[config.mk]
export PLATFORM = sky130hd
export DESIGN_NAME = uart_io
export DESIGN_NICKNAME = d
export VERILOG_FILES = /design/src/verilog/fabric_pkg.sv /design/src/verilog/gateway_pkg.sv /design/src/verilog/gateway.sv /design/src/verilog/uart_io.sv /design/src/verilog/uart_rx.sv /design/src/verilog/uart_tx.sv
export VERILOG_INCLUDE_DIRS = /design/src /design/src/verilog
export SDC_FILE = /design/constraint.sdc
export NUM_CORES = 1
export LEC_CHECK = 0
export BUFFER_PORTS_ARGS = -buffer_cell sky130_fd_sc_hd__buf_4
export CORE_MARGIN = 2
export CORE_UTILIZATION = 55
export DETAILED_ROUTE_END_ITERATION = 8
export PLACE_DENSITY = 0.79
export SYNTH_ARGS = -nofsm -noshare
export SYNTH_HDL_FRONTEND = slang
export SYNTH_SLANG_ARGS = --single-unit
[constraint.sdc]
create_clock -name clk -period 3.6 [get_ports clk]
set_input_delay 0 -clock clk [delete_from_list [all_inputs] [get_ports clk]]
set_output_delay 0 -clock clk [all_outputs]
set_load 0.02 [all_outputs]
[src/verilog/uart_io_params.svh]
// uart debug gateway
// bit timing and fabric widths
`ifndef UART_IO_PARAMS_SVH
`define UART_IO_PARAMS_SVH

// serial bit period in clock cycles
`define UART_CLKS_PER_BIT 16

// fabric port widths
`define FABRIC_ADDR_W 32
`define FABRIC_DATA_W 32
`define FABRIC_TID_W  2

`endif

[src/verilog/fabric_pkg.sv]
// fabric port types
package fabric_pkg;

`include "uart_io_params.svh"

  typedef enum logic [1:0] {
    RD     = 2'b00,
    RD_RSP = 2'b01,
    WR     = 2'b10,
    WR_RSP = 2'b11
  } t_opcode;

  // request toward the core fabric
  typedef struct packed {
    logic                      valid;
    t_opcode                   opcode;
    logic [`FABRIC_ADDR_W-1:0] address;
    logic [`FABRIC_DATA_W-1:0] data;
    logic [`FABRIC_TID_W-1:0]  thread_id;
  } t_fabric_req;

  // response from the fabric
  typedef struct packed {
    logic                      valid;
    t_opcode                   opcode;
    logic [`FABRIC_DATA_W-1:0] data;
    logic [`FABRIC_TID_W-1:0]  thread_id;
  } t_fabric_rsp;

endpackage

[src/verilog/gateway_pkg.sv]
// serial gateway types
package gateway_pkg;

  // one byte between uart and gateway
  typedef struct packed {
    logic       valid; // single cycle strobe
    logic [7:0] data;
  } t_uart_byte;

  // command and reply codes, ascii
  typedef enum logic [7:0] {
    CMD_WRITE = 8'h57, // 'W'
    CMD_READ  = 8'h52, // 'R'
    CMD_ERR   = 8'h3f  // '?'
  } t_cmd_code;

endpackage

[src/verilog/gateway.sv]
// command frame gateway
// serial frames to fabric requests and back
`timescale 1ns/10ps

`include "uart_io_params.svh"

module gateway (
  input  logic                    clk,
  input  logic                    rst,
  input  gateway_pkg::t_uart_byte rx_byte,
  input  logic                    tx_busy,
  output gateway_pkg::t_uart_byte tx_byte,
  output fabric_pkg::t_fabric_req fabric_req,
  input  fabric_pkg::t_fabric_rsp fabric_rsp,
  input  logic                    fabric_stall
);
  import fabric_pkg::*;
  import gateway_pkg::*;

  localparam int AW = `FABRIC_ADDR_W;
  localparam int DW = `FABRIC_DATA_W;

  typedef enum logic [2:0] {
    ST_IDLE,
    ST_ADDR,
    ST_DATA,
    ST_ISSUE,
    ST_AWAIT,
    ST_REPLY
  } t_gw_state;

  t_gw_state     state;
  logic          is_write;
  logic [1:0]    byte_cnt;   // position within address or data
  logic [2:0]    reply_left; // bytes still to send after the current one
  logic [AW-1:0] addr_q;
  logic [DW-1:0] data_q;
  logic [DW+7:0] reply_q;    // echo byte on top, read data below
  t_opcode       rsp_op;
  t_cmd_code     echo;
  logic          req_fire;
  logic          rsp_match;
  logic          reply_fire;
  logic          req_sent;   // request already issued in this frame

  assign rsp_op     = is_write ? WR_RSP : RD_RSP;
  assign echo       = is_write ? CMD_WRITE : CMD_READ;
  assign req_fire   = (state == ST_ISSUE) && !fabric_stall;
  assign rsp_match  = (state == ST_AWAIT) && fabric_rsp.valid && (fabric_rsp.opcode == rsp_op);
  assign reply_fire = (state == ST_REPLY) && !tx_busy;

  always_ff @(posedge clk) begin
    if (rst) begin
      state      <= ST_IDLE;
      is_write   <= 1'b0;
      byte_cnt   <= '0;
      reply_left <= '0;
    end else begin
      case (state)
        ST_IDLE: begin
          if (rx_byte.valid) begin
            byte_cnt <= '0;
            case (rx_byte.data)
              CMD_WRITE: begin
                is_write <= 1'b1;
                state    <= ST_ADDR;
              end
              CMD_READ: begin
                is_write <= 1'b0;
                state    <= ST_ADDR;
              end
              default: begin // unknown, answer '?' only
                reply_left <= '0;
                state      <= ST_REPLY;
              end
            endcase
          end
        end
        ST_ADDR: begin
          if (rx_byte.valid) begin
            byte_cnt <= byte_cnt + 1'b1; // wraps to zero for data
            if (byte_cnt == 2'd3)
              state <= is_write ? ST_DATA : ST_ISSUE;
          end
        end
        ST_DATA: begin
          if (rx_byte.valid) begin
            byte_cnt <= byte_cnt + 1'b1;
            if (byte_cnt == 2'd3)
              state <= ST_ISSUE;
          end
        end
        ST_ISSUE: if (req_fire) state <= ST_AWAIT; // held here while stalled
        ST_AWAIT: begin
          if (rsp_match) begin
            reply_left <= is_write ? 3'd0 : 3'd4;
            state      <= ST_REPLY;
          end
        end
        ST_REPLY: begin
          if (reply_fire) begin
            if (reply_left == 3'd0)
              state <= ST_IDLE;
            else
              reply_left <= reply_left - 1'b1;
          end
        end
        default: state <= ST_IDLE;
      endcase
    end
  end

  // frame payload, msb first
  always_ff @(posedge clk) begin
    if (state == ST_ADDR && rx_byte.valid)
      addr_q <= {addr_q[AW-9:0], rx_byte.data};
    if (state == ST_DATA && rx_byte.valid)
      data_q <= {data_q[DW-9:0], rx_byte.data};
    if (state == ST_IDLE && rx_byte.valid)
      reply_q[DW+7 -: 8] <= CMD_ERR;
    else if (rsp_match)
      reply_q <= {echo, fabric_rsp.data};
    else if (reply_fire)
      reply_q <= {reply_q[DW-1:0], 8'h00};
  end

  always_ff @(posedge clk) begin
    if (rst)
      req_sent <= 1'b0;
    else if (state == ST_IDLE)
      req_sent <= 1'b0;
    else if (req_fire)
      req_sent <= 1'b1;
  end

  always_comb begin
    fabric_req.valid     = req_fire;
    fabric_req.opcode    = is_write ? WR : RD;
    fabric_req.address   = addr_q;
    fabric_req.data      = is_write ? data_q : '0;
    fabric_req.thread_id = '0;
  end

  assign tx_byte = '{valid: reply_fire, data: reply_q[DW+7 -: 8]};

  a_no_req_in_stall: assert property (@(posedge clk) disable iff (rst)
    fabric_stall |-> !fabric_req.valid);

  // one request pulse until the frame is finished
  a_one_req_per_frame: assert property (@(posedge clk) disable iff (rst)
    fabric_req.valid |-> !req_sent);

endmodule

[src/verilog/uart_io.sv]
// uart debug gateway top
`timescale 1ns/10ps

module uart_io (
  input  logic                    clk,
  input  logic                    rst,
  input  logic                    uart_master_tx, // from host
  output logic                    uart_master_rx, // to host
  output fabric_pkg::t_fabric_req fabric_req,
  input  fabric_pkg::t_fabric_rsp fabric_rsp,
  input  logic                    fabric_stall
);
  import gateway_pkg::*;

  t_uart_byte rx_byte;
  t_uart_byte tx_byte;
  logic       tx_busy;

  uart_rx i_uart_rx (
    .clk       (clk),
    .rst       (rst),
    .serial_in (uart_master_tx),
    .rx_byte   (rx_byte)
  );

  gateway i_gateway (
    .clk          (clk),
    .rst          (rst),
    .rx_byte      (rx_byte),
    .tx_busy      (tx_busy),
    .tx_byte      (tx_byte),
    .fabric_req   (fabric_req),
    .fabric_rsp   (fabric_rsp),
    .fabric_stall (fabric_stall)
  );

  // reply path back to the host
  uart_tx i_uart_tx (
    .clk        (clk),
    .rst        (rst),
    .tx_byte    (tx_byte),
    .tx_busy    (tx_busy),
    .serial_out (uart_master_rx)
  );

endmodule

[src/verilog/uart_rx.sv]
// uart receiver
`timescale 1ns/10ps

`include "uart_io_params.svh"

module uart_rx (
  input  logic                    clk,
  input  logic                    rst,
  input  logic                    serial_in,
  output gateway_pkg::t_uart_byte rx_byte
);
  import gateway_pkg::*;

  localparam int CLKS = `UART_CLKS_PER_BIT;
  localparam int CNT_W = $clog2(CLKS);
  localparam logic [CNT_W-1:0] LAST = CNT_W'(CLKS - 1);
  localparam logic [CNT_W-1:0] HALF = CNT_W'(CLKS / 2 - 1);

  typedef enum logic [1:0] {RX_IDLE, RX_START, RX_DATA, RX_STOP} t_rx_state;

  t_rx_state        state;
  logic [1:0]       sync_q;
  logic             line;
  logic [CNT_W-1:0] cnt;
  logic [2:0]       bit_idx;
  logic [7:0]       shift_q;
  logic             valid_q;

  assign line = sync_q[1]; // synchronized serial line

  always_ff @(posedge clk) begin
    if (rst) begin
      state   <= RX_IDLE;
      sync_q  <= 2'b11;
      cnt     <= '0;
      bit_idx <= '0;
      valid_q <= 1'b0;
    end else begin
      sync_q  <= {sync_q[0], serial_in};
      valid_q <= 1'b0;
      case (state)
        RX_IDLE: begin
          if (!line) begin // falling start edge
            state <= RX_START;
            cnt   <= '0;
          end
        end
        RX_START: begin
          if (cnt == HALF) begin
            cnt     <= '0;
            bit_idx <= '0;
            // glitch if the line went back high
            state   <= line ? RX_IDLE : RX_DATA;
          end else begin
            cnt <= cnt + 1'b1;
          end
        end
        RX_DATA: begin
          if (cnt == LAST) begin
            cnt     <= '0;
            bit_idx <= bit_idx + 1'b1;
            if (bit_idx == 3'd7)
              state <= RX_STOP;
          end else begin
            cnt <= cnt + 1'b1;
          end
        end
        RX_STOP: begin
          if (cnt == LAST) begin
            valid_q <= line; // low stop bit drops the byte
            state   <= RX_IDLE;
          end else begin
            cnt <= cnt + 1'b1;
          end
        end
        default: state <= RX_IDLE;
      endcase
    end
  end

  // lsb first
  always_ff @(posedge clk) begin
    if (state == RX_DATA && cnt == LAST)
      shift_q <= {line, shift_q[7:1]};
  end

  assign rx_byte = '{valid: valid_q, data: shift_q};

  a_rx_strobe: assert property (@(posedge clk) disable iff (rst)
    rx_byte.valid |=> !rx_byte.valid);

endmodule

[src/verilog/uart_tx.sv]
// uart transmitter
`timescale 1ns/10ps

`include "uart_io_params.svh"

module uart_tx (
  input  logic                    clk,
  input  logic                    rst,
  input  gateway_pkg::t_uart_byte tx_byte,
  output logic                    tx_busy,
  output logic                    serial_out
);
  import gateway_pkg::*;

  localparam int CLKS = `UART_CLKS_PER_BIT;
  localparam int CNT_W = $clog2(CLKS);
  localparam logic [CNT_W-1:0] LAST = CNT_W'(CLKS - 1);

  logic             busy_q;
  logic [CNT_W-1:0] cnt;
  logic [3:0]       bit_idx;  // 0 start .. 9 stop
  logic [9:0]       shift_q;

  always_ff @(posedge clk) begin
    if (rst) begin
      busy_q  <= 1'b0;
      cnt     <= '0;
      bit_idx <= '0;
      shift_q <= '1; // line idles high
    end else if (!busy_q && tx_byte.valid) begin
      shift_q <= {1'b1, tx_byte.data, 1'b0}; // stop, data, start
      busy_q  <= 1'b1;
      cnt     <= '0;
      bit_idx <= '0;
    end else if (busy_q) begin
      if (cnt == LAST) begin
        cnt     <= '0;
        shift_q <= {1'b1, shift_q[9:1]};
        if (bit_idx == 4'd9)
          busy_q <= 1'b0; // stop bit done
        else
          bit_idx <= bit_idx + 1'b1;
      end else begin
        cnt <= cnt + 1'b1;
      end
    end
  end

  assign tx_busy    = busy_q;
  assign serial_out = shift_q[0];

  // the gateway must wait for an idle transmitter
  a_tx_no_overrun: assert property (@(posedge clk) disable iff (rst)
    tx_byte.valid |-> !tx_busy);

endmodule
==> impl_metrics.tcl <==
set metrics [dict create \
    synth_ff_type "sky130_fd_sc_hd__edfxtp_1" \
    share_comb_of_total_power_pct 3.4 \
    fillerInstances 703 \
    antenna_cells 0 \
    slew_headroom_pct 55.5 \
    total_routing_usage_reported_by_global_routing_pct 21.8 \
    finalMaxSlewViolations 0 \
    layout.cells.most_common_list "sky130_fd_sc_hd__buf_4, sky130_fd_sc_hd__edfxtp_1, sky130_fd_sc_hd__dfxtp_1" \
    asyncSetResetFlopFracSynth_pct 0 \
    rsz0062_at_grt "false" \
    most_common_library_cell_in_the_layout_ignoring_fill_and_taps "sky130_fd_sc_hd__buf_4" \
    drc 0 \
    clock_insertion_delay_worst_skew_ns 0.42 \
    cts_buffer_count 17 \
    grt_pass1_wl_um 19700 \
    num_vias 4187 \
    floorplan.die_area_um2 12100 \
    timing.final.crit_share_pct 64.6 \
    switchingPower_mw 0.739 \
    path_class "reg -> reg" \
    hold_viol 0 \
    final_antenna_net_count 0 \
    postRouteWirelength_um 12300 \
    fin_setup_tns_ns 0 \
    synth_edf_count 104 \
    syn-instance-count 491 \
    finalNetCount 683 \
    hpwlAfterDp_um 7410 \
    finalSetupViolCount 0 \
    number_of_rows_created_at_floorplan 38 \
    power_per_cell_area_nw_per_um2 451 \
    floorplan.initialDensity_pct 56.7 \
    hold_path_depth 4 \
    floorplan.io_pins 111 \
    grt_antenna_before_repair 0 \
    worst-slew-pin-transition_ns 0.665 \
    run_status "complete, no violations" \
    power_frac_clock_pct 45.3 \
    cts-htree-levels 4 \
    place_congestion 0.813 \
    power.leakage_nw 2.96 \
    holdCritPathClass "in -> reg" \
    fraction_of_power_consumed_by_sequential_logic_pct 51.3 \
    pnr_total_power_mw 3.59 \
    seq_area_frac_synth_pct 65.6 \
    detail_route.iter0.violations 364 \
    area_inside_the_core_boundary_um2 10900 \
    rr_startpoint "i_gateway.state[2]" \
    worstHoldEndpoint "i_gateway.reply_q[34]" \
    crit_path_end_kind "flip-flop" \
    critical_path.max_fanout 38 \
    post-cts-setup-buffer-count 0 \
    slack_of_the_worst_reg_to_reg_path_ns 1.28 \
    grt_pass1_vias 4075 \
    tritoncts_num_sinks 151 \
    p_int_mw 2.85 \
    ys_seq_elements 151 \
    worst_ir_drop_vdd_v 0.000278 \
    post_route_cells_drive_above_1_share_pct 27.3 \
    clock_skew_after_layout_ns 0.0112 \
    proportion_of_total_power_due_to_net_switching_pct 20.6 \
    synthesis.area_per_instance_um2 12.6 \
    peak_freq_ghz 0.430 \
    mappedNetlistArea_um2 6200 \
    r2r-end "i_gateway.reply_q[10]" \
    drv_cap 0 \
    flow.area_growth_from_synthesis_pct 28.4 \
    via_per_inst 5.36 \
    buffer_ports.inserted 105 \
    ctsRootBufferMaster "sky130_fd_sc_hd__clkbuf_16" \
    die_y_um 110 \
    final.min_clock_period_ns 2.32 \
    cts_tree "done" \
    detailedRoute.firstPassIterationCount 5 \
    pin_count_of_the_biggest_net_entering_global_routing 39 \
    worst-endpoint-required_ns 3.67 \
    synth_cell_types 49 \
    synth.yosys.warnings 0 \
    startpoint_class "flip-flop" \
    post_drt_wl_per_cell_um 15.7 \
    timing.hold.worst.start "fabric_rsp[36]" \
    cp.arrival_ns 2.39 \
    clk_path_buf_depth 2 \
    clk_transition_reported_paths_ns 0.06 \
    die_width_um 110 \
    residual_overflow_from_global_routing 0 \
    depth_of_the_worst_register_to_register_path 5 \
]
cell usage after synthesis (all sizes together) (2+ instances only):
master / n / area share (%)
a211oi: 4 / 0.48
mux2: 26 / 4.7
a21oi: 22 / 1.8
nor3: 10 / 0.81
nand2: 44 / 2.7
nand3b: 2 / 0.24
xor2: 2 / 0.28
nand2b: 13 / 1.3
clkbuf: 17 / 1.0
nand4: 3 / 0.30
mux2i: 6 / 0.97
dfxtp: 47 / 15
nor2: 22 / 1.3
nor4: 2 / 0.20
nor2b: 6 / 0.61
inv: 10 / 0.61
buf: 13 / 1.5
nand3: 16 / 1.3
nor3b: 2 / 0.24
and2: 44 / 4.4
a221oi: 3 / 0.42
xnor2: 4 / 0.57
ha: 14 / 2.8
or2: 4 / 0.40
o22ai: 3 / 0.30
o21ai: 21 / 1.7
or4: 4 / 0.48
o21a: 2 / 0.24
edfxtp: 104 / 50
or3: 5 / 0.50
per-stage QoR:
step                instances  hold WS [ns]  cell area [µm²]  worst slack, ns  utilization [%]
finish                    781         0.139             7960             1.28             72.8
global route              781         0.193             7960             1.10             72.8
CTS                       781         0.124             7960             1.29             72.8
detailed placement        714         0.189             7070             1.30             64.6
global placement          714         0.186             7070             1.36             64.6
floorplan                 493         0.104             6200            0.963                -
worst max-delay path: stages, from the launching register on:
cell and delay, ns:
sky130_fd_sc_hd__dfxtp_1 0.59, sky130_fd_sc_hd__or2b_1 0.32, sky130_fd_sc_hd__nor3_2 0.12, sky130_fd_sc_hd__buf_4 0.40, sky130_fd_sc_hd__nand2b_1 0.17, sky130_fd_sc_hd__buf_4 0.37
how the worst max path moves through the flow:
stage,start,endpoint,slack (ns),cells past startpoint
2_1_floorplan,i_gateway.state[1],i_gateway.data_q[0],0.96,4
3_3_place_gp,i_gateway.state[2],i_gateway.reply_q[5],1.36,5
3_5_place_dp,i_gateway.state[2],i_gateway.reply_q[13],1.30,5
4_1_cts,i_gateway.state[2],i_gateway.reply_q[31],1.29,5
5_1_grt,i_gateway.state[2],i_gateway.reply_q[31],1.10,5
6_report,i_gateway.state[2],i_gateway.reply_q[10],1.28,5
sequential cells by signal (all words and copies together), names as in the netlist, 2 cells and up, named ones only:
name / cells
i_gateway.addr_q: 32
i_gateway.byte_cnt: 2
i_gateway.data_q: 32
i_gateway.reply_left: 3
i_gateway.reply_q: 40
i_gateway.state: 3
i_uart_rx.bit_idx: 3
i_uart_rx.cnt: 4
i_uart_rx.shift_q: 8
i_uart_rx.sync_q: 2
i_uart_tx.bit_idx: 4
i_uart_tx.cnt: 4
i_uart_tx.shift_q: 9
kinds of logic (layout without fill, tap and decap cells):
| kind of cell | count (synthesis) | in the layout | share of synthesized area [%] |
|---|---|---|---|
| AOI/OAI and AO/OA | 65 | 65 | 6.30 |
| and+or+nand+nor | 182 | 182 | 15.6 |
| buffers and inverters | 40 | 188 | 3.09 |
| muxes | 32 | 32 | 5.69 |
| DFF | 151 | 151 | 65.6 |
| adders and majority gates | 14 | 14 | 2.83 |
| xor gates and xnor gates | 6 | 6 | 0.848 |
| other | 1 | 3 | 0.0605 |
layout make-up:
class	count	area, µm²	area share [%]
clock buffer	19	433	5.44
clock inverter	13	106	1.34
multi-input combinational	302	1960	24.6
sequential	151	4060	51.1
timing repair buffer	146	1180	14.9
inverter	10	37.5	0.472
tap	140	175	2.20
power by group through the flow:
| stage | combinational, mW | clock, mW | sequential, mW |
|---|---|---|---|
| 6_report | 0.122 | 1.63 | 1.84 |
| 5_1_grt | 0.135 | 1.72 | 1.84 |
| 4_1_cts | 0.118 | 1.64 | 1.84 |
| 3_5_place_dp | 0.0876 | 0 | 1.88 |
| 3_3_place_gp | 0.0842 | 0 | 1.88 |
| 2_1_floorplan | 0.0490 | 0 | 1.88 |
repair_timing:
| action | 4_1_cts | 5_1_grt |
|---|---|---|
| resized for setup | 0 | 0 |
| hold buffers | 35 | 0 |
| endpoints found under the hold margin | 45 | 0 |
layer usage:
metal	part of all wire, %	up-vias	track usage, %
met5	0	-	0
met4	1.6	0	8.84
met3	5.3	18	5.76
met2	53	154	37.2
met1	40	1983	26.3
li1	-	2032	-
Power figures use the tool's default switching activity.
